### src/logic/fetch_pkg.sv
package fetch_pkg;

    ////////////////////////////////////////////////////////////////////
    // fetch path widths

    localparam int ADDR_W     = 32;
    localparam int LINE_OFF_W = 4;    // 16 bytes per line
    localparam int LINE_W     = 128;

    typedef logic [ADDR_W-1:0]            addr_t;
    typedef logic [ADDR_W-LINE_OFF_W-1:0] line_addr_t;  // byte address >> 4
    typedef logic [LINE_W-1:0]            line_t;

    // bank identity
    typedef logic bank_sel_t;

    localparam bank_sel_t BANK_EVEN = 1'b0;
    localparam bank_sel_t BANK_ODD  = 1'b1;

endpackage

### src/logic/fill_if.sv
`timescale 1ns/10ps

interface fill_if;
    import fetch_pkg::*;

    // request side, held until grant
    logic       req_valid;
    line_addr_t req_line;
    logic       grant;

    // one cycle fill pulse
    logic       rsp_valid;
    line_t      rsp_line;

    modport bank (
        output req_valid,
        output req_line,
        input  grant,
        input  rsp_valid,
        input  rsp_line
    );

    modport arbiter (
        input  req_valid,
        input  req_line,
        output grant,
        output rsp_valid,
        output rsp_line
    );

endinterface

### src/logic/icache_bank.sv
`timescale 1ns/10ps

module icache_bank #(
    parameter int unsigned SETS = 16
) (
    input  logic                  clk,
    input  logic                  arst_n_i,
    input  fetch_pkg::line_addr_t fip_i,
    fill_if.bank                  fill,
    output logic                  hit_o,
    output fetch_pkg::line_t      line_o
);
    import fetch_pkg::*;

    localparam int IDX_W = $clog2(SETS);
    localparam int TAG_W = $bits(line_addr_t) - IDX_W - 1;  // bit 0 fixed per bank

    typedef logic [IDX_W-1:0] idx_t;
    typedef logic [TAG_W-1:0] tag_t;

    typedef enum logic [1:0] {
        IDLE,
        REQ,
        WAIT
    } bank_state_t;

    bank_state_t state_q;
    bank_state_t state_d;

    line_t      data_mem [SETS];
    tag_t       tag_mem  [SETS];
    logic [SETS-1:0] valid_q;

    idx_t       rd_idx;
    tag_t       rd_tag;
    line_addr_t miss_line_q;   // line being filled
    idx_t       fill_idx;
    tag_t       fill_tag;
    logic       fill_we;

    ////////////////////////////////////////////////////////////////////
    // lookup

    assign rd_idx = fip_i[IDX_W:1];
    assign rd_tag = fip_i[$bits(line_addr_t)-1 -: TAG_W];

    assign hit_o  = valid_q[rd_idx] && (tag_mem[rd_idx] == rd_tag);
    assign line_o = data_mem[rd_idx];

    ////////////////////////////////////////////////////////////////////
    // miss FSM

    always_comb begin
        state_d = state_q;
        case (state_q)
            IDLE: begin
                if (!hit_o) begin
                    state_d = REQ;
                end
            end
            REQ: begin
                if (fill.grant) begin
                    state_d = WAIT;
                end
            end
            WAIT: begin
                if (fill.rsp_valid) begin
                    state_d = IDLE;  // pointer re-checked from here
                end
            end
            default: state_d = IDLE;
        endcase
    end

    always_ff @(posedge clk or negedge arst_n_i) begin
        if (!arst_n_i) begin
            state_q <= IDLE;
        end else begin
            state_q <= state_d;
        end
    end

    // captured while idle, held through REQ and WAIT
    always_ff @(posedge clk) begin
        if (state_q == IDLE && !hit_o) begin
            miss_line_q <= fip_i;
        end
    end

    assign fill.req_valid = (state_q == REQ);
    assign fill.req_line  = miss_line_q;

    ////////////////////////////////////////////////////////////////////
    // line fill

    assign fill_we  = (state_q == WAIT) && fill.rsp_valid;
    assign fill_idx = miss_line_q[IDX_W:1];
    assign fill_tag = miss_line_q[$bits(line_addr_t)-1 -: TAG_W];

    always_ff @(posedge clk) begin
        if (fill_we) begin
            data_mem[fill_idx] <= fill.rsp_line;
            tag_mem[fill_idx]  <= fill_tag;
        end
    end

    always_ff @(posedge clk or negedge arst_n_i) begin
        if (!arst_n_i) begin
            valid_q <= '0;
        end else if (fill_we) begin
            valid_q[fill_idx] <= 1'b1;
        end
    end

endmodule

### src/flat_wrapper.sv
// flat-port wrapper written by rule: the top's interface ports become plain ports
module icache_bank_flat import fetch_pkg::*;
#(
    parameter int unsigned SETS = 16
)
  (clk, arst_n_i, fip_i, hit_o, line_o, fill_req_valid, fill_req_line, fill_grant, fill_rsp_valid, fill_rsp_line);
  fill_if fill_i ();
  input  logic clk;
  input  logic arst_n_i;
  input  fetch_pkg::line_addr_t fip_i;
  output logic hit_o;
  output fetch_pkg::line_t line_o;
  output wire logic [$bits(fill_i.req_valid)-1:0] fill_req_valid;
  output wire logic [$bits(fill_i.req_line)-1:0] fill_req_line;
  input wire logic [$bits(fill_i.grant)-1:0] fill_grant;
  input wire logic [$bits(fill_i.rsp_valid)-1:0] fill_rsp_valid;
  input wire logic [$bits(fill_i.rsp_line)-1:0] fill_rsp_line;
  assign fill_req_valid = fill_i.req_valid;
  assign fill_req_line = fill_i.req_line;
  assign fill_i.grant = fill_grant;
  assign fill_i.rsp_valid = fill_rsp_valid;
  assign fill_i.rsp_line = fill_rsp_line;
  icache_bank #(.SETS(SETS)) u_core (.clk(clk), .arst_n_i(arst_n_i), .fip_i(fip_i), .fill(fill_i), .hit_o(hit_o), .line_o(line_o));
endmodule
### config.mk
export PLATFORM = sky130hd
export DESIGN_NAME = icache_bank_flat
export DESIGN_NICKNAME = d
export VERILOG_FILES = /design/src/logic/fetch_pkg.sv /design/src/logic/fill_if.sv /design/src/logic/icache_bank.sv /design/src/flat_wrapper.sv
export SDC_FILE = /design/constraint.sdc
export NUM_CORES = 2
export LEC_CHECK = 0
export BUFFER_PORTS_ARGS = -buffer_cell sky130_fd_sc_hd__buf_2
export CAP_MARGIN = 20
export CORE_UTILIZATION = 54
export CTS_BUF_LIST = sky130_fd_sc_hd__clkbuf_8
export DETAILED_ROUTE_END_ITERATION = 16
export PLACE_DENSITY = 0.71
export SETUP_SLACK_MARGIN = 0.02
export SLEW_MARGIN = 20
export SYNTH_ARGS = -nofsm -noshare
export SYNTH_HDL_FRONTEND = slang
export SYNTH_SLANG_ARGS = --single-unit
### constraint.sdc
create_clock -name clk -period 13.74 [get_ports clk]
set_input_delay 0.687 -clock clk [delete_from_list [all_inputs] [get_ports clk]]
set_output_delay 0.687 -clock clk [all_outputs]
set_load 0.005 [all_outputs]
==> run metrics <==
Synth top area share 79.0%; Final Max Slew Viols 0; Synth area leader edfxtp_1; launching point of the worst reg2reg path u_core.state_q[1]$_DFFE_PN0P_; hold crit path type in2async; vias in the first global route about 45000; Setup Skew ~0.071 ns; Tot Pwr 15.1 mW; Initial Util 54.6%; peak supply drop 0.0987 mV; worst slew pin tran 1.12 ns; Root Driver clkbuf_8; pin count of the biggest net entering global routing 150; port bufs ~320; CP endpoint kind output pin; gr usage total 24.3%; Final setup viols 0; DR vias/cell roughly 6; GRT overflow 0; core area 170000 µm²; Die Area 174000 µm²; crit path to line_o[5]; Post-CTS Setup Inserts 0; Nets 4566; Area Growth Syn to Fin 13.7%; WL final roughly 210000 µm; most frequent cells in the layout edfxtp_1 (2444), mux4_2 (711), clkbuf_8 (403); Yosys reg bits 2462; layout cells sized above 1 34.1%; CTS sink cnt between 2000 and 2500; routed len/inst 30.2 µm; CP peak stage delay 0.80 ns; Post-synth EDFFs approximately 2400; RSZ-0062 raised after global routing false; CP max FO 69; die height 417 µm; R2R cell count 6; Max-slew headroom roughly 25%; CTS buffer count roughly 400; final period utilization about two fifths; Fmax 0.175 GHz; Sum Neg Setup Slack 0 ns; most used cell, CP buf_4; post-synthesis net count 3803; TritonCTS clock tree built; DR vias about 43000; drt pass-1 iters 5; 1st-iter DRT viols roughly 4200; gpl congestion 0.752; clock-pin slew on the worst setup and hold paths 0.06 ns; remaining antenna violation count 0; Min Clock Period, post-route 5.70 ns; DRC viols 0; # rows 151; CP arrival 5.01 ns; Worst path depth 7; WS Path Type in2out; top_reg_cell synth edfxtp_1; WP buf/inv 5; initial antenna violation count 22; Die Wd 417 µm; Worst path slowest cell buf_4; R2R Setup Slk between 9 and 10 ns; Ports 318; critical path's top delay family buffers and inverters; mean post-synth cell area approximately 26 µm²; Worst Setup SP fip_i[1]; FILL cells 11300; Distinct cells, synth 59; max-cap violations 0; Static Leakage 34.0 nW; Clock Path Buffers 4; Critical Path, Cell by Cell buf_8 > buf_4 > buf_4 > buf_4 > mux4_2 > mux4_2 > buf_2; Critical Path RT 13.05 ns; Post-CTS Resized 0; sequential share of the synthesized area between 70% and 80%; R2R Path End u_core.data_mem[6][94]$_DFFE_PP_; PwrDens 143 nW/µm²; Startpoint Class input pin; top cells by area, synth edfxtp_1 (79%), mux4_2 (17%), mux2i_1 (0.51%); clk_lat worst skew ~1.1 ns; global-route wire length before repair roughly 300000 µm; post-synthesis cell count approximately 3600; synthesized cell area a little over 90000 µm²; most common cell after layout, fill and taps aside edfxtp_1; async set-or-reset flop fraction in the synthesized netlist less than 1%; Ys Warns 0; Hold Vio Cnt, Final 0; outcome finished, final reports clean; CTS H-tree depth 5; Detailed Place HPWL around 100000 µm
## logic make-up (layout without fill, tap and decap cells)
kind of cell,count (synthesis),count (layout),share of synthesized area (%)
and+or+nand+nor,124,124,0.676
muxes,767,767,17.9
AOI/OAI and AO/OA,85,85,0.671
DFF,2462,2462,79.5
other,0,17,0
xor gates and xnor gates,20,20,0.189
buffers and inverters,185,1223,1.04
## synth_stat cells (5+ instances only)
cell,instances
a21oi_1,16
xor2_1,13
buf_1,32
dfrtp_1,18
mux2i_1,47
nor2_1,27
buf_6,7
mux4_2,711
nor2b_1,7
or2_2,16
a22oi_1,6
a22o_1,5
clkbuf_1,43
edfxtp_1,2444
and3_1,5
buf_4,13
o22a_1,5
nor3_1,11
o21ai_0,10
nand2_1,30
inv_1,6
xnor2_1,7
buf_2,77
o211ai_1,5
o221ai_1,6
o22ai_1,6
nand2b_1,11
mux4_1,6
## timing repair
action	in CTS	in global routing
hold endpoints to repair	2092	0
setup endpoints to repair	0	0
hold buffers	156	0
## state kept, by name, summed over array words and instances, names as in the netlist
| name | count |
|---|---|
| u_core.data_mem | 2048 |
| u_core.tag_mem | 368 |
| u_core.fill.req_line | 28 |
| u_core.valid_q | 16 |
| u_core.state_q | 2 |
## through the flow
step | instances | hold WS (ns) | worst slack [ns] | cell area, µm² | util (%)
floorplan | 3643 | 0.391 | 1.35 | 92900 | -
global placement | 6070 | 0.445 | 7.89 | 97200 | 57.2
detailed placement | 6071 | 0.451 | 7.86 | 97200 | 57.2
CTS | 6899 | 0.0143 | 7.87 | 106000 | 62.1
global route | 6914 | 0.0977 | 7.57 | 106000 | 62.1
finish | 6916 | 0.108 | 8.04 | 106000 | 62.1
## how the worst min path moves through the flow
stage / startpoint / end / slack [ns] / depth (start not counted)
CTS: arst_n_i / u_core.state_q[1]$_DFFE_PN0P_ / 0.01 / 2
detailed placement: u_core.valid_q[10]$_DFFE_PN0P_ / u_core.valid_q[10]$_DFFE_PN0P_ / 0.45 / 1
floorplan: arst_n_i / u_core.state_q[0]$_DFFE_PN0P_ / 0.39 / 0
global route: fip_i[4] / u_core.fill.req_line[4]$_DFFE_PP_ / 0.1 / 1
finish: arst_n_i / u_core.state_q[1]$_DFFE_PN0P_ / 0.11 / 2
global placement: u_core.valid_q[2]$_DFFE_PN0P_ / u_core.valid_q[2]$_DFFE_PN0P_ / 0.45 / 1
## layout make-up
type	count	area (µm²)	share of cell area (%)
repair buffers	544	3910	3.70
flip-flops and latches	2462	73800	69.9
inverters	7	33.8	0.0320
diodes	17	42.5	0.0403
well taps	2218	2780	2.63
clock inverters	269	1270	1.20
clock buffers	403	5550	5.25
multi-input cells	996	18200	17.2
## power by group
group / switching (mW) / total (mW) / leakage (nW) / internal (mW)
combinational: 0.515 / 0.895 / 7.77 / 0.380
sequential: 0.135 / 8.66 / 22.2 / 8.52
clock: 2.73 / 5.55 / 3.96 / 2.82
## layer usage
layer | share of wire (%) | track usage (%) | vias to the layer above | wire length (µm)
met2 | 51 | 40.0 | 1762 | 107000
met4 | 3.6 | 9.99 | 6 | 7560
met5 | 0.017 | 0 | - | 35
li1 | - | - | 17500 | -
met1 | 39 | 32.4 | 23000 | 80700
met3 | 6.6 | 4.45 | 433 | 13900
Power figures use the tool's default switching activity.
