[src/logic/fetch_pkg.sv]
package fetch_pkg;

    ////////////////////////////////////////////////////////////////////
    // fetch path widths

    localparam int ADDR_W     = 32;
    localparam int LINE_OFF_W = 4;    // 16 bytes per line
    localparam int LINE_W     = 128;

    typedef logic [ADDR_W-1:0]            addr_t;
    typedef logic [ADDR_W-LINE_OFF_W-1:0] line_addr_t;  // byte address >> 4
    typedef logic [LINE_W-1:0]            line_t;

    // bank identity
    typedef logic bank_sel_t;

    localparam bank_sel_t BANK_EVEN = 1'b0;
    localparam bank_sel_t BANK_ODD  = 1'b1;

endpackage

[src/logic/bus_pkg.sv]
package bus_pkg;

    ////////////////////////////////////////////////////////////////////
    // memory port

    // names the requesting bank, echoed back on the response
    typedef logic mem_tag_t;

    localparam int CREDIT_W = 4;

    typedef logic [CREDIT_W-1:0] credit_cnt_t;  // credits held by the arbiter

endpackage

[src/logic/fill_if.sv]
`timescale 1ns/10ps

interface fill_if;
    import fetch_pkg::*;

    // request side, held until grant
    logic       req_valid;
    line_addr_t req_line;
    logic       grant;

    // one cycle fill pulse
    logic       rsp_valid;
    line_t      rsp_line;

    modport bank (
        output req_valid,
        output req_line,
        input  grant,
        input  rsp_valid,
        input  rsp_line
    );

    modport arbiter (
        input  req_valid,
        input  req_line,
        output grant,
        output rsp_valid,
        output rsp_line
    );

endinterface

[src/logic/fill_arbiter.sv]
`timescale 1ns/10ps

module fill_arbiter #(
    parameter int unsigned MEM_CREDITS = 2
) (
    input  logic                  clk,
    input  logic                  arst_n_i,
    fill_if.arbiter               even_port,
    fill_if.arbiter               odd_port,
    output logic                  mem_req_valid_o,
    output fetch_pkg::line_addr_t mem_req_line_o,
    output bus_pkg::mem_tag_t     mem_req_tag_o,
    input  logic                  mem_credit_i,
    input  logic                  mem_rsp_valid_i,
    input  bus_pkg::mem_tag_t     mem_rsp_tag_i,
    input  fetch_pkg::line_t      mem_rsp_data_i
);
    import fetch_pkg::*;
    import bus_pkg::*;

    credit_cnt_t credit_q;
    bank_sel_t   last_q;     // bank served last
    bank_sel_t   sel;
    logic        have_credit;
    logic        grant_even;
    logic        grant_odd;

    ////////////////////////////////////////////////////////////////////
    // round robin pick

    assign have_credit = (credit_q != credit_cnt_t'(0));

    always_comb begin
        grant_even = 1'b0;
        grant_odd  = 1'b0;
        if (have_credit) begin
            if (even_port.req_valid && odd_port.req_valid) begin
                // both asking, favor the other bank
                grant_odd  = (last_q == BANK_EVEN);
                grant_even = (last_q == BANK_ODD);
            end else begin
                grant_even = even_port.req_valid;
                grant_odd  = odd_port.req_valid;
            end
        end
    end

    assign sel = grant_odd ? BANK_ODD : BANK_EVEN;

    assign even_port.grant = grant_even;
    assign odd_port.grant  = grant_odd;

    assign mem_req_valid_o = grant_even | grant_odd;
    assign mem_req_line_o  = (sel == BANK_ODD) ? odd_port.req_line : even_port.req_line;
    assign mem_req_tag_o   = mem_tag_t'(sel);

    ////////////////////////////////////////////////////////////////////
    // credits and rr state

    always_ff @(posedge clk or negedge arst_n_i) begin
        if (!arst_n_i) begin
            credit_q <= credit_cnt_t'(MEM_CREDITS);
            last_q   <= BANK_ODD;  // even goes first
        end else begin
            case ({mem_req_valid_o, mem_credit_i})
                2'b10:   credit_q <= credit_q - credit_cnt_t'(1);
                2'b01:   credit_q <= credit_q + credit_cnt_t'(1);
                default: credit_q <= credit_q;  // none, or spend and refill
            endcase
            if (mem_req_valid_o) begin
                last_q <= sel;
            end
        end
    end

    ////////////////////////////////////////////////////////////////////
    // response routing by tag

    assign even_port.rsp_valid = mem_rsp_valid_i && (bank_sel_t'(mem_rsp_tag_i) == BANK_EVEN);
    assign odd_port.rsp_valid  = mem_rsp_valid_i && (bank_sel_t'(mem_rsp_tag_i) == BANK_ODD);
    assign even_port.rsp_line  = mem_rsp_data_i;
    assign odd_port.rsp_line   = mem_rsp_data_i;

endmodule

[src/flat_wrapper.sv]
// flat-port wrapper written by rule: the top's interface ports become plain ports
module fill_arbiter_flat import fetch_pkg::*; import bus_pkg::*;
#(
    parameter int unsigned MEM_CREDITS = 2
)
  (clk, arst_n_i, mem_req_valid_o, mem_req_line_o, mem_req_tag_o, mem_credit_i, mem_rsp_valid_i, mem_rsp_tag_i, mem_rsp_data_i, even_port_req_valid, even_port_req_line, even_port_grant, even_port_rsp_valid, even_port_rsp_line, odd_port_req_valid, odd_port_req_line, odd_port_grant, odd_port_rsp_valid, odd_port_rsp_line);
  fill_if even_port_i ();
  fill_if odd_port_i ();
  input  logic clk;
  input  logic arst_n_i;
  output logic mem_req_valid_o;
  output fetch_pkg::line_addr_t mem_req_line_o;
  output bus_pkg::mem_tag_t mem_req_tag_o;
  input  logic mem_credit_i;
  input  logic mem_rsp_valid_i;
  input  bus_pkg::mem_tag_t mem_rsp_tag_i;
  input  fetch_pkg::line_t mem_rsp_data_i;
  input wire logic [$bits(even_port_i.req_valid)-1:0] even_port_req_valid;
  input wire logic [$bits(even_port_i.req_line)-1:0] even_port_req_line;
  output wire logic [$bits(even_port_i.grant)-1:0] even_port_grant;
  output wire logic [$bits(even_port_i.rsp_valid)-1:0] even_port_rsp_valid;
  output wire logic [$bits(even_port_i.rsp_line)-1:0] even_port_rsp_line;
  input wire logic [$bits(odd_port_i.req_valid)-1:0] odd_port_req_valid;
  input wire logic [$bits(odd_port_i.req_line)-1:0] odd_port_req_line;
  output wire logic [$bits(odd_port_i.grant)-1:0] odd_port_grant;
  output wire logic [$bits(odd_port_i.rsp_valid)-1:0] odd_port_rsp_valid;
  output wire logic [$bits(odd_port_i.rsp_line)-1:0] odd_port_rsp_line;
  assign even_port_i.req_valid = even_port_req_valid;
  assign even_port_i.req_line = even_port_req_line;
  assign even_port_grant = even_port_i.grant;
  assign even_port_rsp_valid = even_port_i.rsp_valid;
  assign even_port_rsp_line = even_port_i.rsp_line;
  assign odd_port_i.req_valid = odd_port_req_valid;
  assign odd_port_i.req_line = odd_port_req_line;
  assign odd_port_grant = odd_port_i.grant;
  assign odd_port_rsp_valid = odd_port_i.rsp_valid;
  assign odd_port_rsp_line = odd_port_i.rsp_line;
  fill_arbiter #(.MEM_CREDITS(MEM_CREDITS)) u_core (.clk(clk), .arst_n_i(arst_n_i), .even_port(even_port_i), .odd_port(odd_port_i), .mem_req_valid_o(mem_req_valid_o), .mem_req_line_o(mem_req_line_o), .mem_req_tag_o(mem_req_tag_o), .mem_credit_i(mem_credit_i), .mem_rsp_valid_i(mem_rsp_valid_i), .mem_rsp_tag_i(mem_rsp_tag_i), .mem_rsp_data_i(mem_rsp_data_i));
endmodule
[config.mk]
export PLATFORM = sky130hd
export DESIGN_NAME = fill_arbiter_flat
export DESIGN_NICKNAME = d
export VERILOG_FILES = /design/src/logic/fetch_pkg.sv /design/src/logic/bus_pkg.sv /design/src/logic/fill_if.sv /design/src/logic/fill_arbiter.sv /design/src/flat_wrapper.sv
export SDC_FILE = /design/constraint.sdc
export NUM_CORES = 1
export LEC_CHECK = 0
export BUFFER_PORTS_ARGS = -buffer_cell sky130_fd_sc_hd__buf_2
export CAP_MARGIN = 0
export CORE_AREA = 3 3 187 189
export CTS_CLUSTER_DIAMETER = 100
export DETAILED_ROUTE_END_ITERATION = 10
export DIE_AREA = 0 0 190 192
export SLEW_MARGIN = 20
export SYNTH_ARGS = -nofsm -noshare
export SYNTH_HDL_FRONTEND = slang
export SYNTH_SLANG_ARGS = --single-unit
[constraint.sdc]
create_clock -name clk -period 4.2 [get_ports clk]
set_input_delay 0.63 -clock clk [delete_from_list [all_inputs] [get_ports clk]]
set_output_delay 0.63 -clock clk [all_outputs]
set_load 0.02 [all_outputs]
==> impl_metrics.yaml <==
status:
  status: "finished clean"
critical_path:
  crit_arrival_ns: 2.41
  r2r_setup_slack_ns: 1.41
  cp.required_ns: 3.57
  crit_fanout: 29
  path_class: "register to output port"
  crit_start: "u_core.credit_q[0]"
  end_kind: "output port"
  r2r_end: "u_core.credit_q[3]"
  endpoint: "mem_req_line_o[4]"
  r2r_cells: 8
  r2r_start: "u_core.credit_q[0]"
  cp-start-kind: "register"
sta:
  post-route-min-period_ns: 3.04
  fmax_mhz: 329
  slew_viol_final: 0
  finalHoldViolCount: 0
  rsz0062_at_grt: "false"
  worst_slew_pin_slew_ns: 0.795
  period_share_pct: 72.5
  setup_violations: 0
  skew_ns: 0.000575
  setup_tns_ns: 0
  relSlewSlack_pct: 47.0
synthesis:
  synth.distinct_cells: 27
  synth_area_mm2: 0.00272
  synth.avg_cell_area_um2: 8.23
  synthCells: 330
  syn_nets: 525
  synth_top_area_share_pct: 71.3
  synth.largest_area_cell: "buf_4"
  ys_ff_latch: 5
  seq_area_frac_synth_pct: 4.70
  yosys-top-cells-area: "buf_4, mux2_2, mux2_4, dfrtp_1, dfstp_2"
  yosysWarnings: 0
power_and_ir_drop:
  ir_drop_mv: 0.271
  power_density_mw_per_mm2: 396
  p_total_w: 0.000735
  p_leak_nw: 0.736
finish:
  nNetsFinal: 365
  multi_input_area_um2: 593
  drive_gt1_share_pct: 78.1
  seqCellArea_um2: 128
  diodes: 0
  fill_cells: 3941
  area_delta_synth_final_pct: -31.7
detailed_routing:
  via_count: 1277
  via_per_inst: 2.07
  postRouteAntennaNets: 0
  routedWlPerCell_um: 11.8
  drc: 0
  dr.first_iter.drc_count: 38
  wl_um: 7260
  drt_first_pass_iters: 4
global_route:
  grt_max_degree: 30
  grt-ovfl-total: 0
  grt_util_all_layers_pct: 3.40
  antenna_found_initial: 1
  first_global_vias: 1308
  grt_pass1_wl_um: 8990
floorplan:
  rows: 67
  die_x_um: 190
  io_pins: 481
  start_util_pct: 8.12
  core-area_mm2: 0.0334
  fp.dieH_um: 192
  die_area_mm2: 0.0365
clocking:
  cts_tree: "built"
  clockBufferDepth: 2
  cts_sinks: 5
  post_cts_resized: 0
  clk_latency_ns: 0.23
  cts_root_buf: "clkbuf_16"
  cts.clk_slew.worst_paths_ns: 0.03
  cts_setup_buffers: 0
  cts_hold_buf: 0
  h-tree-depth: 1
  cts_buffers: 3
placement:
  gp_congestion: 0.696
  io_buffer_count: 96
  dp_hpwl_um: 6240
job:
  maxCapViolations: 0
min_path:
  hp-class: "primary input to async pin"
## stage by stage
| step | setup slack (ns) | utilization [%] | area [um2] | hold WS (ns) | std cells |
|---|---|---|---|---|---|
| after floorplan | 1.64 | - | 2720 | 0.334 | 330 |
| after detailed placement | 1.36 | 5.31 | 1780 | 0.452 | 613 |
| after CTS | 1.11 | 5.55 | 1860 | 0.211 | 617 |
| after global routing | 1.03 | 5.55 | 1860 | 0.214 | 617 |
| after global placement | 1.40 | 5.31 | 1780 | 0.451 | 613 |
| final | 1.16 | 5.55 | 1860 | 0.212 | 617 |
## Yosys cell counts, drive strengths merged
master	n
buf	260
mux2	29
a21oi	4
inv	4
nand2	4
dfrtp	3
ha	3
nand3	3
dfstp	2
o211ai	2
o21ai	2
or4	2
xnor2	2
a2111o	1
a31oi	1
and2	1
clkbuf	1
fa	1
mux2i	1
nand3b	1
nor2b	1
nor3	1
or3	1
## flip-flops by register name, indices dropped and copies added (netlist names)
register,cells
u_core.credit_q,4
u_core.last_q,1
## logic make-up after synthesis
logic type / share of synthesized area, %
and+or+nand+nor: 3.13
buffers and inverters: 73.5
xor gates and xnor gates: 0.645
muxes: 13.6
AOI/OAI and AO/OA: 2.30
adders and majority gates: 2.12
DFF: 4.70
## layout by cell type, fill, tap and decap left out, drive strengths merged, types with 3 or more instances in the layout
cell | synthesis | final
inv | 4 | 4
ha | 3 | 3
dfrtp | 3 | 3
mux2 | 29 | 29
clkbuf | 1 | 4
buf | 260 | 96
nand3 | 3 | 3
nand2 | 4 | 4
a21oi | 4 | 4
## where the power goes
group / switching, W / total (W) / internal, W
Clock: 0.0000315 / 0.000157 / 0.000126
Sequential: 0.0000300 / 0.000112 / 0.0000825
Combinational: 0.000244 / 0.000465 / 0.000221
Total: 0.000305 / 0.000735 / 0.000430
## layout make-up
| cell class | count | share of cell area (%) |
|---|---|---|
| Clock buffer | 4 | 4.25 |
| Inverter | 4 | 0.809 |
| Multi-Input combinational cell | 60 | 32.0 |
| Sequential cell | 5 | 6.88 |
| Tap cell | 448 | 30.2 |
| Timing Repair Buffer | 96 | 25.9 |
## layer usage
| metal | vias to the layer above | GRT usage (%) | share of wire, % |
|---|---|---|---|
| met4 | 2 | 3.75 | 9.5 |
| met5 | - | 1.10 | 0.66 |
| met1 | 473 | 2.57 | 25 |
| met2 | 259 | 3.79 | 37 |
| met3 | 81 | 4.33 | 27 |
| li1 | 462 | - | - |
## critical path, stage by stage, from the launching register on
cell and delay [ns]:
dfrtp_1 0.43, or4_4 0.58, nand3_2 0.59, mux2_2 0.41
buf_2 0.16
## worst min path at each step
stage | cells past startpoint | slack, ns | end | startpoint
detailed placement | 1 | 0.45 | u_core.credit_q[2] | arst_n_i
global route | 1 | 0.21 | u_core.credit_q[0] | arst_n_i
finish | 1 | 0.21 | u_core.credit_q[0] | arst_n_i
global placement | 1 | 0.45 | u_core.credit_q[2] | arst_n_i
floorplan | 0 | 0.33 | u_core.credit_q[0] | arst_n_i
CTS | 1 | 0.21 | u_core.credit_q[2] | arst_n_i
Power figures use the tool's default switching activity.
