$ cat config.mk
export PLATFORM = sky130hd
export DESIGN_NAME = fip_select
export DESIGN_NICKNAME = d
export VERILOG_FILES = /design/src/logic/fetch_pkg.sv /design/src/logic/fip_select.sv
export SDC_FILE = /design/constraint.sdc
export NUM_CORES = 1
export LEC_CHECK = 0
export ABC_AREA = 1
export BUFFER_PORTS_ARGS = -buffer_cell sky130_fd_sc_hd__buf_2
export CAP_MARGIN = 20
export CORE_MARGIN = 2
export CORE_UTILIZATION = 55
export DETAILED_ROUTE_END_ITERATION = 7
export GPL_TIMING_DRIVEN = 0
export HOLD_SLACK_MARGIN = 0.06
export PLACE_DENSITY = 0.92
export REMOVE_ABC_BUFFERS = 1
export SLEW_MARGIN = 20
export SYNTH_ARGS = -nofsm -noshare
export SYNTH_HDL_FRONTEND = slang
export SYNTH_SLANG_ARGS = --single-unit
$ cat constraint.sdc
create_clock -name clk -period 4.55 [get_ports clk]
set_input_delay 0.2275 -clock clk [delete_from_list [all_inputs] [get_ports clk]]
set_output_delay 0.2275 -clock clk [all_outputs]
set_load 0.1 [all_outputs]
$ cat src/logic/fetch_pkg.sv
package fetch_pkg;

    ////////////////////////////////////////////////////////////////////
    // fetch path widths

    localparam int ADDR_W     = 32;
    localparam int LINE_OFF_W = 4;    // 16 bytes per line
    localparam int LINE_W     = 128;

    typedef logic [ADDR_W-1:0]            addr_t;
    typedef logic [ADDR_W-LINE_OFF_W-1:0] line_addr_t;  // byte address >> 4
    typedef logic [LINE_W-1:0]            line_t;

    // bank identity
    typedef logic bank_sel_t;

    localparam bank_sel_t BANK_EVEN = 1'b0;
    localparam bank_sel_t BANK_ODD  = 1'b1;

endpackage

$ cat src/logic/fip_select.sv
`timescale 1ns/10ps

module fip_select (
    input  logic                  clk,
    input  logic                  arst_n_i,
    input  logic                  init_i,
    input  fetch_pkg::addr_t      init_addr_i,
    input  logic                  resteer_i,
    input  fetch_pkg::addr_t      resteer_addr_i,
    input  logic                  bp_taken_i,
    input  fetch_pkg::addr_t      bp_addr_i,
    input  logic                  advance_i,
    output fetch_pkg::line_addr_t fip_even_o,
    output fetch_pkg::line_addr_t fip_odd_o
);
    import fetch_pkg::*;

    logic       redirect;
    addr_t      cf_addr;
    line_addr_t cf_line;
    line_addr_t cf_line_p1;

    ////////////////////////////////////////////////////////////////////
    // control flow target, init > resteer > branch prediction

    always_comb begin
        redirect = init_i | resteer_i | bp_taken_i;
        if (init_i) begin
            cf_addr = init_addr_i;
        end else if (resteer_i) begin
            cf_addr = resteer_addr_i;
        end else begin
            cf_addr = bp_addr_i;
        end
    end

    assign cf_line    = cf_addr[ADDR_W-1:LINE_OFF_W];
    assign cf_line_p1 = cf_line + line_addr_t'(1);

    ////////////////////////////////////////////////////////////////////
    // pointer registers

    always_ff @(posedge clk or negedge arst_n_i) begin
        if (!arst_n_i) begin
            fip_even_o <= line_addr_t'(0);
            fip_odd_o  <= line_addr_t'(1);
        end else if (redirect) begin
            // target line goes to the bank matching its low bit
            if (cf_line[0]) begin
                fip_even_o <= cf_line_p1;
                fip_odd_o  <= cf_line;
            end else begin
                fip_even_o <= cf_line;
                fip_odd_o  <= cf_line_p1;
            end
        end else if (advance_i) begin
            fip_even_o <= fip_even_o + line_addr_t'(2);  // next window
            fip_odd_o  <= fip_odd_o + line_addr_t'(2);
        end
    end

endmodule

==> results of run 1 <==
through the flow:
step / util / hold WS [ps]
2_1_floorplan: - / -68.1
3_3_place_gp: 0.630 / 506
3_5_place_dp: 0.634 / 333
4_1_cts: 0.646 / 244
5_1_grt: 0.646 / 257
6_report: 0.646 / 242
registers in the layout, summed over array words and instances, names as in the netlist:
name	flops
fip_odd_o	28
fip_even_o	27
kinds of logic (layout without fill, tap and decap cells):
group | after synthesis | in the layout
buffers and inverters | 128 | 247
XOR/XNOR | 34 | 34
flip-flops | 55 | 55
AO/OA/AOI/OAI | 161 | 161
AND/OR/NAND/NOR | 573 | 573
other | 1 | 1
adder cells (fa/ha/maj) | 4 | 4
critical path, stage by stage:
cell     delay, ps
buf_2          330
nor3_4         460
buf_8          240
inv_2          290
nor2_4         550
inv_2          490
o21ai_0        330
inv_1           60
nand2_1         70
inv_1           40
routing by layer:
layer | vias to the layer above | track usage | wire (um)
met5 | - | 0 | 0
met4 | 0 | 0.109 | 607
met3 | 41 | 0.0482 | 1920
met2 | 393 | 0.526 | 8500
met1 | 3117 | 0.442 | 7940
li1 | 3376 | - | -
Yosys cell counts (4+ instances only):
master and instances:
nand2_1 273, nand3_2 10, o21ai_1 10, o21ai_0 45, nand3_1 76, nor2_1 102, inv_1 79, o211ai_1 10
xnor2_1 9, a21oi_2 4, buf_8 5, ha_1 4, nor2_4 6, a31oi_1 8, o21ai_2 5, nand2_2 21
a21oi_1 62, buf_6 7, clkbuf_1 13, nand4_1 14, xor2_1 25, buf_2 8, or2_2 14, inv_2 8
dfrtp_1 54, nor2_2 20, nor3_1 21
cell type report:
| type | instances | area (um2) |
|---|---|---|
| Clock buffer | 6 | 82.6 |
| Clock inverter | 2 | 35.0 |
| Fill cell | 1016 | 3680 |
| Inverter | 91 | 357 |
| Multi-Input combinational cell | 773 | 3930 |
| Sequential cell | 55 | 1380 |
| Tap cell | 136 | 170 |
| Timing Repair Buffer | 148 | 778 |
power breakdown:
group | switching (mW) | total, mW | internal, mW
logic | 0.883 | 1.11 | 0.229
registers | 0.104 | 0.659 | 0.555
clock network | 0.171 | 0.349 | 0.179
repair_timing:
action,4_1_cts,5_1_grt
hold endpoints to repair,54,0
setup buffers,0,0
hold buffers,1,0
final timing paths:
check | end | slack, ps | depth (start not counted)
setup reg to reg | fip_odd_o[25]$_DFFE_PN0N_ | 2230 | 11
hold reg to reg | fip_even_o[27]$_DFFE_PN0N_ | 530 | 2
hold / removal | fip_odd_o[5]$_DFFE_PN0N_ | 240 | 4
min in group asynchronous | fip_even_o[2]$_DFFE_PN0N_ | 480 | 2
max in group asynchronous | fip_odd_o[21]$_DFFE_PN0N_ | 3560 | 2
setup / recovery | fip_odd_o[14]$_DFFE_PN0N_ | 1620 | 10
==> impl_metrics.py, run 1 <==
metrics = {
    "clock_tree": {
        "cts.clk_slew.worst_paths_ps": 100,
        "numCtsBuffers": 5,
        "ctsResizeCount": 0,
        "clock_path_buffers": 2,
        "root_buffer": "clkbuf_8",
        "htreeDepth": 2,
        "clock_sinks": 55,
        "clkLatencyLatePin_ps": 320,
        "cts_tree": "built",
    },
    "worst_setup_path": {
        "critPathKind": "in -> reg",
        "start_kind": "input pin",
        "r2r_start": "fip_odd_o[1]$_DFFE_PN0N_",
        "startpoint": "resteer_i",
        "required_ps": 4760,
        "cp.arrival_ps": 3140,
        "cp_max_fo": 48,
        "crit_path_end_kind": "flip-flop",
    },
    "floorplanning": {
        "start_util": 0.571,
        "io_pins": 158,
        "fp.dieW_um": 108,
        "coreArea_um2": 10400,
        "fp-row-count": 37,
        "die-area_um2": 11700,
        "dieHeight_um": 108,
    },
    "grt": {
        "grt_pass1_wl_um": 30000,
        "first_global_vias": 6143,
        "track_usage": 0.324,
        "grt-ovfl-total": 0,
        "antenna_found_initial": 0,
        "grt_max_degree": 63,
    },
    "yosys": {
        "avgSynthCellArea_um2": 6.22,
        "yosysTopAreaCell": "dfrtp_1",
        "synth.area.mux_share": 0,
        "synthTopCellsByArea": "dfrtp_1 (23%), nand2_1 (17%), nor2_1 (6.4%)",
        "synthCells": 956,
        "async_reset_ff_frac": 1.00,
        "synthAdderAreaFrac": 0.00841,
        "synth.distinct_cells": 52,
        "ys_ff_latch": 55,
        "synth_top_family_by_area": "simple AND/OR/NAND/NOR gates",
        "synth_edf_count": 0,
        "synth_top_area_frac": 0.227,
        "yosys.area_share.simple": 0.445,
        "synth_compound_area_frac": 0.157,
        "ys_seq_area_frac": 0.232,
        "synthXorXnorAreaFrac": 0.0501,
        "yosys_warnings": 0,
        "synthFlopType": "dfrtp_1",
        "synth_area_um2": 5950,
    },
    "final_layout": {
        "nNetsFinal": 1180,
        "n_antenna_cell": 0,
        "syn2layout_area_growth_pct": 13.2,
        "drive_gt1_frac": 0.239,
        "layout.cells.non_filler": 1211,
        "finish.instance_area_um2": 6730,
        "final_common_cell": "nand2_1",
        "layout_common_cells": "nand2_1 (273), buf_2 (143), nor2_1 (102)",
    },
    "timing": {
        "drv_slew": 0,
        "fin_crit_sh": 0.644,
        "final-hold-violation-count": 0,
        "rsz0062_at_grt": "no",
        "max_freq_mhz": 341,
        "skew_ps": 16.8,
        "relSlewSlack": 0.397,
        "finalSetupTns_ps": 0,
        "layout_min_cycle_time_ps": 2930,
        "setup_slack_ps": 1620,
        "worst_pin_slew_ps": 904,
        "setup_violations": 0,
    },
    "job": {
        "max_cap_violations": 0,
    },
    "placement": {
        "dp.cells": 1202,
        "post-place-ws_ps": 1370,
        "dp_hpwl_um": 14300,
        "gp_congestion": 0.971,
        "placed_area_um2": 6610,
        "portBuffers": 144,
    },
    "power_and_ir_drop": {
        "p_leak_nw": 3.29,
        "total_power_mw": 2.12,
        "ir_drop_mv": 0.197,
        "power_density_nw_per_um2": 315,
    },
    "worst_hold_path": {
        "hold_start": "bp_taken_i",
        "hp-class": "in -> reg",
    },
    "drt": {
        "drtIter0Drc": 723,
        "wl_per_cell_um": 15.7,
        "drc": 0,
        "via_count": 6927,
        "viasPerCell": 5.72,
        "antenna_left": 0,
        "routed_wl_um": 19000,
        "drt-pass1-iter-count": 6,
    },
    "run_status": {
        "outcome": "finished clean",
    },
}
No activity file was read; power rests on OpenSTA's default activity.
==> inputs of run 2 (changes only) <==
Clock period 4.55 ns to 2.8 ns, I/O delays scaled along.
==> run 2 against run 1 <==
  * Clock skew fell by 1.5 ps
  * Clock power is 62% higher
  * Sequential share of layout area barely moved
  * Setup slack lost 1400 ps
  * Utilization rose by 0.096 points
  * Via count is 0.78% lower
  * Combinational power is 63% higher
  * Critical path depth is the same
  * Critical path type unchanged
==> impl_metrics.py, run 2 (synthesis results as in run 1) <==
metrics = {
    "timing": {
        "rsz0062_at_grt": "no",
        "setup_violations": 0,
        "layout_min_cycle_time_ps": 2610,
        "setup_slack_ps": 190,
        "fin_crit_sh": 0.932,
        "relSlewSlack": 0.392,
        "max_freq_mhz": 383,
        "final-hold-violation-count": 0,
        "skew_ps": 15.2,
        "drv_slew": 0,
        "worst_pin_slew_ps": 911,
    },
    "worst_setup_path": {
        "cp_num_buf_inv": 6,
        "crit_path_top_delay_cell": "nor2_4",
        "critical_path.most_common_cell": "inv_1",
        "crit_path_end_kind": "flip-flop",
        "path_cells": "clkbuf_4 > nor3_4 > buf_8 > inv_2 > nor2_4 > inv_4 > o21ai_0 > inv_1 > nand2_1 > inv_1",
        "rr_endpoint": "fip_odd_o[25]$_DFFE_PN0N_",
        "cp.arrival_ps": 2830,
        "critPathKind": "in -> reg",
        "start_kind": "input pin",
        "critical-path-max-stage-delay_ps": 560,
        "required_ps": 3020,
        "reg2reg_depth": 11,
        "r2r_start": "fip_odd_o[1]$_DFFE_PN0N_",
        "critPathTopFamily": "buffers and inverters",
        "ff2ff_setup_slack_ps": 470,
        "cp_max_fo": 48,
    },
    "clock_tree": {
        "htreeDepth": 2,
        "clock_sinks": 55,
        "cts_tree": "built",
        "clkLatencyLatePin_ps": 330,
        "cts.clk_slew.worst_paths_ps": 100,
        "root_buffer": "clkbuf_8",
        "clock_path_buffers": 2,
        "postCtsSetupRepairBufs": 0,
        "numCtsBuffers": 5,
    },
    "worst_hold_path": {
        "hold_depth": 4,
        "holdPathEnd": "fip_odd_o[5]$_DFFE_PN0N_",
        "hp-class": "in -> reg",
        "hold_start": "bp_taken_i",
    },
    "final_layout": {
        "nNetsFinal": 1180,
        "n_antenna_cell": 0,
        "utilization": 0.647,
        "syn2layout_area_growth_pct": 13.4,
        "final_common_cell": "nand2_1",
        "largest_reg_flops": 28,
        "regMostFlops": "fip_odd_o",
        "finish.instance_area_um2": 6740,
        "layout_common_cells": "nand2_1 (273), buf_2 (142), nor2_1 (102)",
        "drive_gt1_frac": 0.239,
        "layout.cells.non_filler": 1211,
        "reg_top3": "fip_odd_o (28), fip_even_o (27)",
    },
    "grt": {
        "grt_pass1_wl_um": 30000,
        "grt-ovfl-total": 0,
        "antenna_found_initial": 0,
        "track_usage": 0.324,
        "grt_max_degree": 63,
        "first_global_vias": 6143,
    },
    "job": {
        "max_cap_violations": 0,
    },
    "placement": {
        "dp_hpwl_um": 14300,
        "dp.cells": 1202,
        "placed_area_um2": 6610,
        "post-place-ws_ps": -292,
        "gp_congestion": 0.971,
        "portBuffers": 144,
    },
    "floorplanning": {
        "die-area_um2": 11700,
        "dieHeight_um": 108,
        "start_util": 0.571,
        "io_pins": 158,
        "coreArea_um2": 10400,
        "fp-row-count": 37,
        "fp.dieW_um": 108,
    },
    "power_and_ir_drop": {
        "power_density_nw_per_um2": 511,
        "p_leak_nw": 3.29,
        "ir_drop_mv": 0.320,
    },
    "drt": {
        "wl_per_cell_um": 15.6,
        "via_count": 6873,
        "routed_wl_um": 18900,
        "antenna_left": 0,
        "drt-pass1-iter-count": 5,
        "drtIter0Drc": 640,
        "viasPerCell": 5.68,
        "drc": 0,
    },
    "run_status": {
        "outcome": "finished clean",
    },
}
==> run 2: cell count changes in the layout (fill, tap and decap cells not counted) <==
cell,delta
inv_2,-1
nand2_2,-1
buf_2,-1
nand2_4,+1
clkbuf_4,+1
inv_4,+1
==> run 2: power by group <==
part	total [mW]	switching, mW	internal (mW)
sequential	1.07	0.169	0.901
clock	0.566	0.276	0.290
combinational	1.81	1.43	0.374
==> run 2: timing repair <==
action / 4_1_cts / 5_1_grt
hold endpoints to repair: 54 / 0
resized for setup: 0 / 4
endpoints found under the setup margin: 0 / 25
hold buffers: 1 / 0
==> run 2: how the worst max path moves through the flow <==
stage | start | endpoint | depth (start not counted)
floorplan | init_i | fip_odd_o[14]$_DFFE_PN0N_ | 8
detailed placement | resteer_i | fip_even_o[13]$_DFFE_PN0N_ | 9
finish | resteer_i | fip_odd_o[14]$_DFFE_PN0N_ | 10
global placement | resteer_i | fip_odd_o[14]$_DFFE_PN0N_ | 9
CTS | resteer_i | fip_odd_o[14]$_DFFE_PN0N_ | 10
global route | resteer_i | fip_odd_o[10]$_DFFE_PN0N_ | 15
==> run 2: stage by stage <==
step                      power (mW)  setup TNS (ps)  hold slack, ps
after floorplan                 2.44           -93.3            -156
after global placement          2.84          -98530             475
after detailed placement        2.87           -4830             245
after CTS                       3.43               0             156
after global routing            3.61               0             169
final                           3.44               0             154
==> run 2: area by class of cell <==
type | count | area [um2]
inverters | 91 | 359
repair buffers | 148 | 781
clock buffers | 6 | 82.6
fillers | 1016 | 3670
clock inverters | 2 | 35.0
flip-flops and latches | 55 | 1380
multi-input cells | 773 | 3940
well taps | 136 | 170
==> run 2: worst register-to-register path: stages (launching register included) <==
cell and delay [ps]:
dfrtp_1 470, ha_1 240, nand3_1 110, nor2_1 320
nand2_1 140, nor2_2 190, nand2_1 150, nor2_1 190
nand2_1 90, xor2_1 140, nand2_1 50, o211ai_1 90
==> run 2: per-layer routing <==
layer  GRT usage  wire length [um]
met4       0.109               618
met5           0                 0
met1       0.442              7910
met2       0.526              8520
met3      0.0482              1860
==> inputs of run 3 (changes only) <==
--- a/config.mk
+++ b/config.mk
@@ -7,12 +7,12 @@
 export LEC_CHECK = 0
 export ABC_AREA = 1
-export BUFFER_PORTS_ARGS = -buffer_cell sky130_fd_sc_hd__buf_2
 export CAP_MARGIN = 20
 export CORE_MARGIN = 2
 export CORE_UTILIZATION = 55
 export DETAILED_ROUTE_END_ITERATION = 7
+export DONT_BUFFER_PORTS = 1
 export GPL_TIMING_DRIVEN = 0
 export HOLD_SLACK_MARGIN = 0.06
-export PLACE_DENSITY = 0.92
+export PLACE_DENSITY = 0.79
 export REMOVE_ABC_BUFFERS = 1
 export SLEW_MARGIN = 20
==> constraint.sdc (replaced) <==
create_clock -name clk -period 2.5 [get_ports clk]
set_input_delay 0.125 -clock clk [delete_from_list [all_inputs] [get_ports clk]]
set_output_delay 0.125 -clock clk [all_outputs]
set_load 0.05 [all_outputs]
==> run 3 against run 2 <==
  * The run now ends with design-rule violations left
  * Die area stayed put
  * Sequential cell count did not move
  * Total power shrank 7.8%
  * Cell count is 11% lower
  * Clock power grew 8.5%
  * Critical endpoint is now fip_even_o[25]$_DFFE_PN0N_
  * Setup slack worse by 11 ps
  * Largest cell class unchanged
  * Highest routed layer unchanged
  * First-iteration DRC count rose by 8.9%
  * Register-to-register slack worse by 290 ps
  * Global-route usage decreased by 0.79 points
  * Critical path depth up 2
  * Combinational power down 50%
  * Routed wire length is 3.5% lower
==> impl_metrics.py, run 3 (synthesis results as in run 1) <==
metrics = {
    "power_and_ir_drop": {
        "swShare": 0.495,
        "p_seq_frac": 0.522,
        "p_int_mw": 1.60,
        "power.switching_mw": 1.57,
        "power_density_nw_per_um2": 521,
        "clock_power_share": 0.193,
        "p_leak_nw": 2.75,
        "pwr-share-comb": 0.285,
        "total_power_mw": 3.18,
        "ir_drop_mv": 0.289,
    },
    "final_layout": {
        "finish.instance_area_um2": 6100,
        "final_common_cell": "nand2_1",
        "n_antenna_cell": 0,
        "nNetsFinal": 1042,
        "seqCellArea_um2": 1400,
        "fillCellCount": 1031,
        "multi_input_area_um2": 3950,
        "layout_common_cells": "nand2_1 (273), nor2_1 (101), inv_1 (79)",
        "largest_reg_flops": 28,
        "drive_gt1_frac": 0.138,
        "utilization": 0.586,
        "reg_top3": "fip_odd_o (28), fip_even_o (27)",
        "layout.cells.non_filler": 1072,
        "regMostFlops": "fip_odd_o",
        "syn2layout_area_growth_pct": 2.57,
    },
    "grt": {
        "first_global_vias": 5615,
        "grt_pass1_wl_um": 28800,
        "grt_max_degree": 63,
        "grt-ovfl-total": 0,
        "antenna_found_initial": 0,
        "track_usage": 0.316,
    },
    "placement": {
        "dp_hpwl_um": 13700,
        "portBuffers": 0,
        "placed_area_um2": 5880,
        "gp_congestion": 0.980,
        "dp.cells": 1058,
    },
    "drt": {
        "via_count": 6319,
        "viasPerCell": 5.89,
        "routed_wl_um": 18300,
        "wl_per_cell_um": 17.0,
        "antenna_left": 0,
        "drc": 1,
        "drtIter0Drc": 697,
        "drt-pass1-iter-count": 8,
    },
    "timing": {
        "fin_crit_sh": 0.928,
        "worst_pin_slew_ps": 881,
        "hold_ws_ps": 100,
        "max_freq_mhz": 431,
        "layout_min_cycle_time_ps": 2320,
        "rsz0062_at_grt": "no",
        "final-hold-violation-count": 0,
        "skew_ps": 7.90,
        "drv_slew": 0,
        "setup_violations": 0,
        "relSlewSlack": 0.412,
    },
    "floorplanning": {
        "die-area_um2": 11700,
        "dieHeight_um": 108,
        "fp.dieW_um": 108,
        "start_util": 0.571,
        "io_pins": 158,
        "fp-row-count": 37,
        "coreArea_um2": 10400,
    },
    "clock_tree": {
        "cts.clk_slew.worst_paths_ps": 100,
        "clkLatencyLatePin_ps": 330,
        "root_buffer": "clkbuf_8",
        "htreeDepth": 2,
        "numCtsBuffers": 5,
        "clock_sinks": 55,
        "cts_tree": "built",
        "clock_path_buffers": 2,
    },
    "run_status": {
        "violations": "design-rule violations",
        "outcome": "finished with violations",
    },
    "worst_setup_path": {
        "cp_max_fo": 6,
        "crit_path_end_kind": "flip-flop",
        "critPathKind": "reg -> reg",
        "reg2reg_depth": 12,
        "cp.arrival_ps": 2550,
        "required_ps": 2720,
        "start_kind": "flip-flop",
    },
    "worst_hold_path": {
        "hold_depth": 4,
        "hp-class": "in -> reg",
    },
    "job": {
        "max_cap_violations": 0,
    },
}
## run 3: metrics by stage
step / setup WS, ps / TNS [ps]
CTS: 16.3 / 0
finish: 179 / 0
floorplan: -340 / -8700
global placement: -1980 / -87780
detailed placement: -452 / -10770
global route: 19.1 / 0
## run 3: power groups by stage
stage	combinational [mW]	clock [mW]	sequential (mW)
finish	0.905	0.614	1.66
CTS	0.890	0.617	1.65
detailed placement	0.851	0	1.66
global route	1.02	0.648	1.68
global placement	0.836	0	1.66
floorplan	0.672	0	1.60
## run 3: area by class of cell
type,instances,share of cell area
clock buffer,6,0.0119
clock inverter,1,0.00492
inverter,91,0.0584
multi-input combinational,773,0.647
sequential,55,0.229
tap,136,0.0279
timing repair buffer,10,0.0207
## run 3: critical path, cell delays in order (launching register included)
cell and delay, ps:
dfrtp_2 590, ha_1 280, nand3_2 160, nor3_4 210
nand2_2 140, nor2_4 150, nand2_2 90, nor2_2 170
nand3b_1 120, nor2_2 120, nor2_1 50, nor2_1 90
nor2_1 40
## run 3: repair_timing
item	CTS	global route
setup buffers	1	0
hold buffers	6	0
pin swaps	1	0
endpoints found under the setup margin	11	8
hold endpoints to repair	67	0
gates resized for setup	3	16
## run 3: final timing paths
path | from | slack (ps) | end
setup / recovery | fip_even_o[1]$_DFFE_PN0N_ | 180 | fip_even_o[25]$_DFFE_PN0N_
hold / removal | bp_taken_i | 100 | fip_odd_o[21]$_DFFE_PN0N_
setup reg to reg | fip_even_o[1]$_DFFE_PN0N_ | 180 | fip_even_o[25]$_DFFE_PN0N_
hold reg to reg | fip_odd_o[1]$_DFFE_PN0N_ | 730 | fip_odd_o[1]$_DFFE_PN0N_
max in group asynchronous | arst_n_i | 1890 | fip_odd_o[0]$_DFFE_PN1P_
min in group asynchronous | arst_n_i | 290 | fip_odd_o[21]$_DFFE_PN0N_
## run 3: routing by layer
layer / wire, um / up-vias / track usage / share of wire
met5: 0 / - / 0 / 0
met4: 656 / 0 / 0.119 / 0.036
li1: - / 3082 / - / -
met3: 1800 / 46 / 0.0530 / 0.099
met1: 7800 / 2855 / 0.439 / 0.43
met2: 8000 / 336 / 0.493 / 0.44
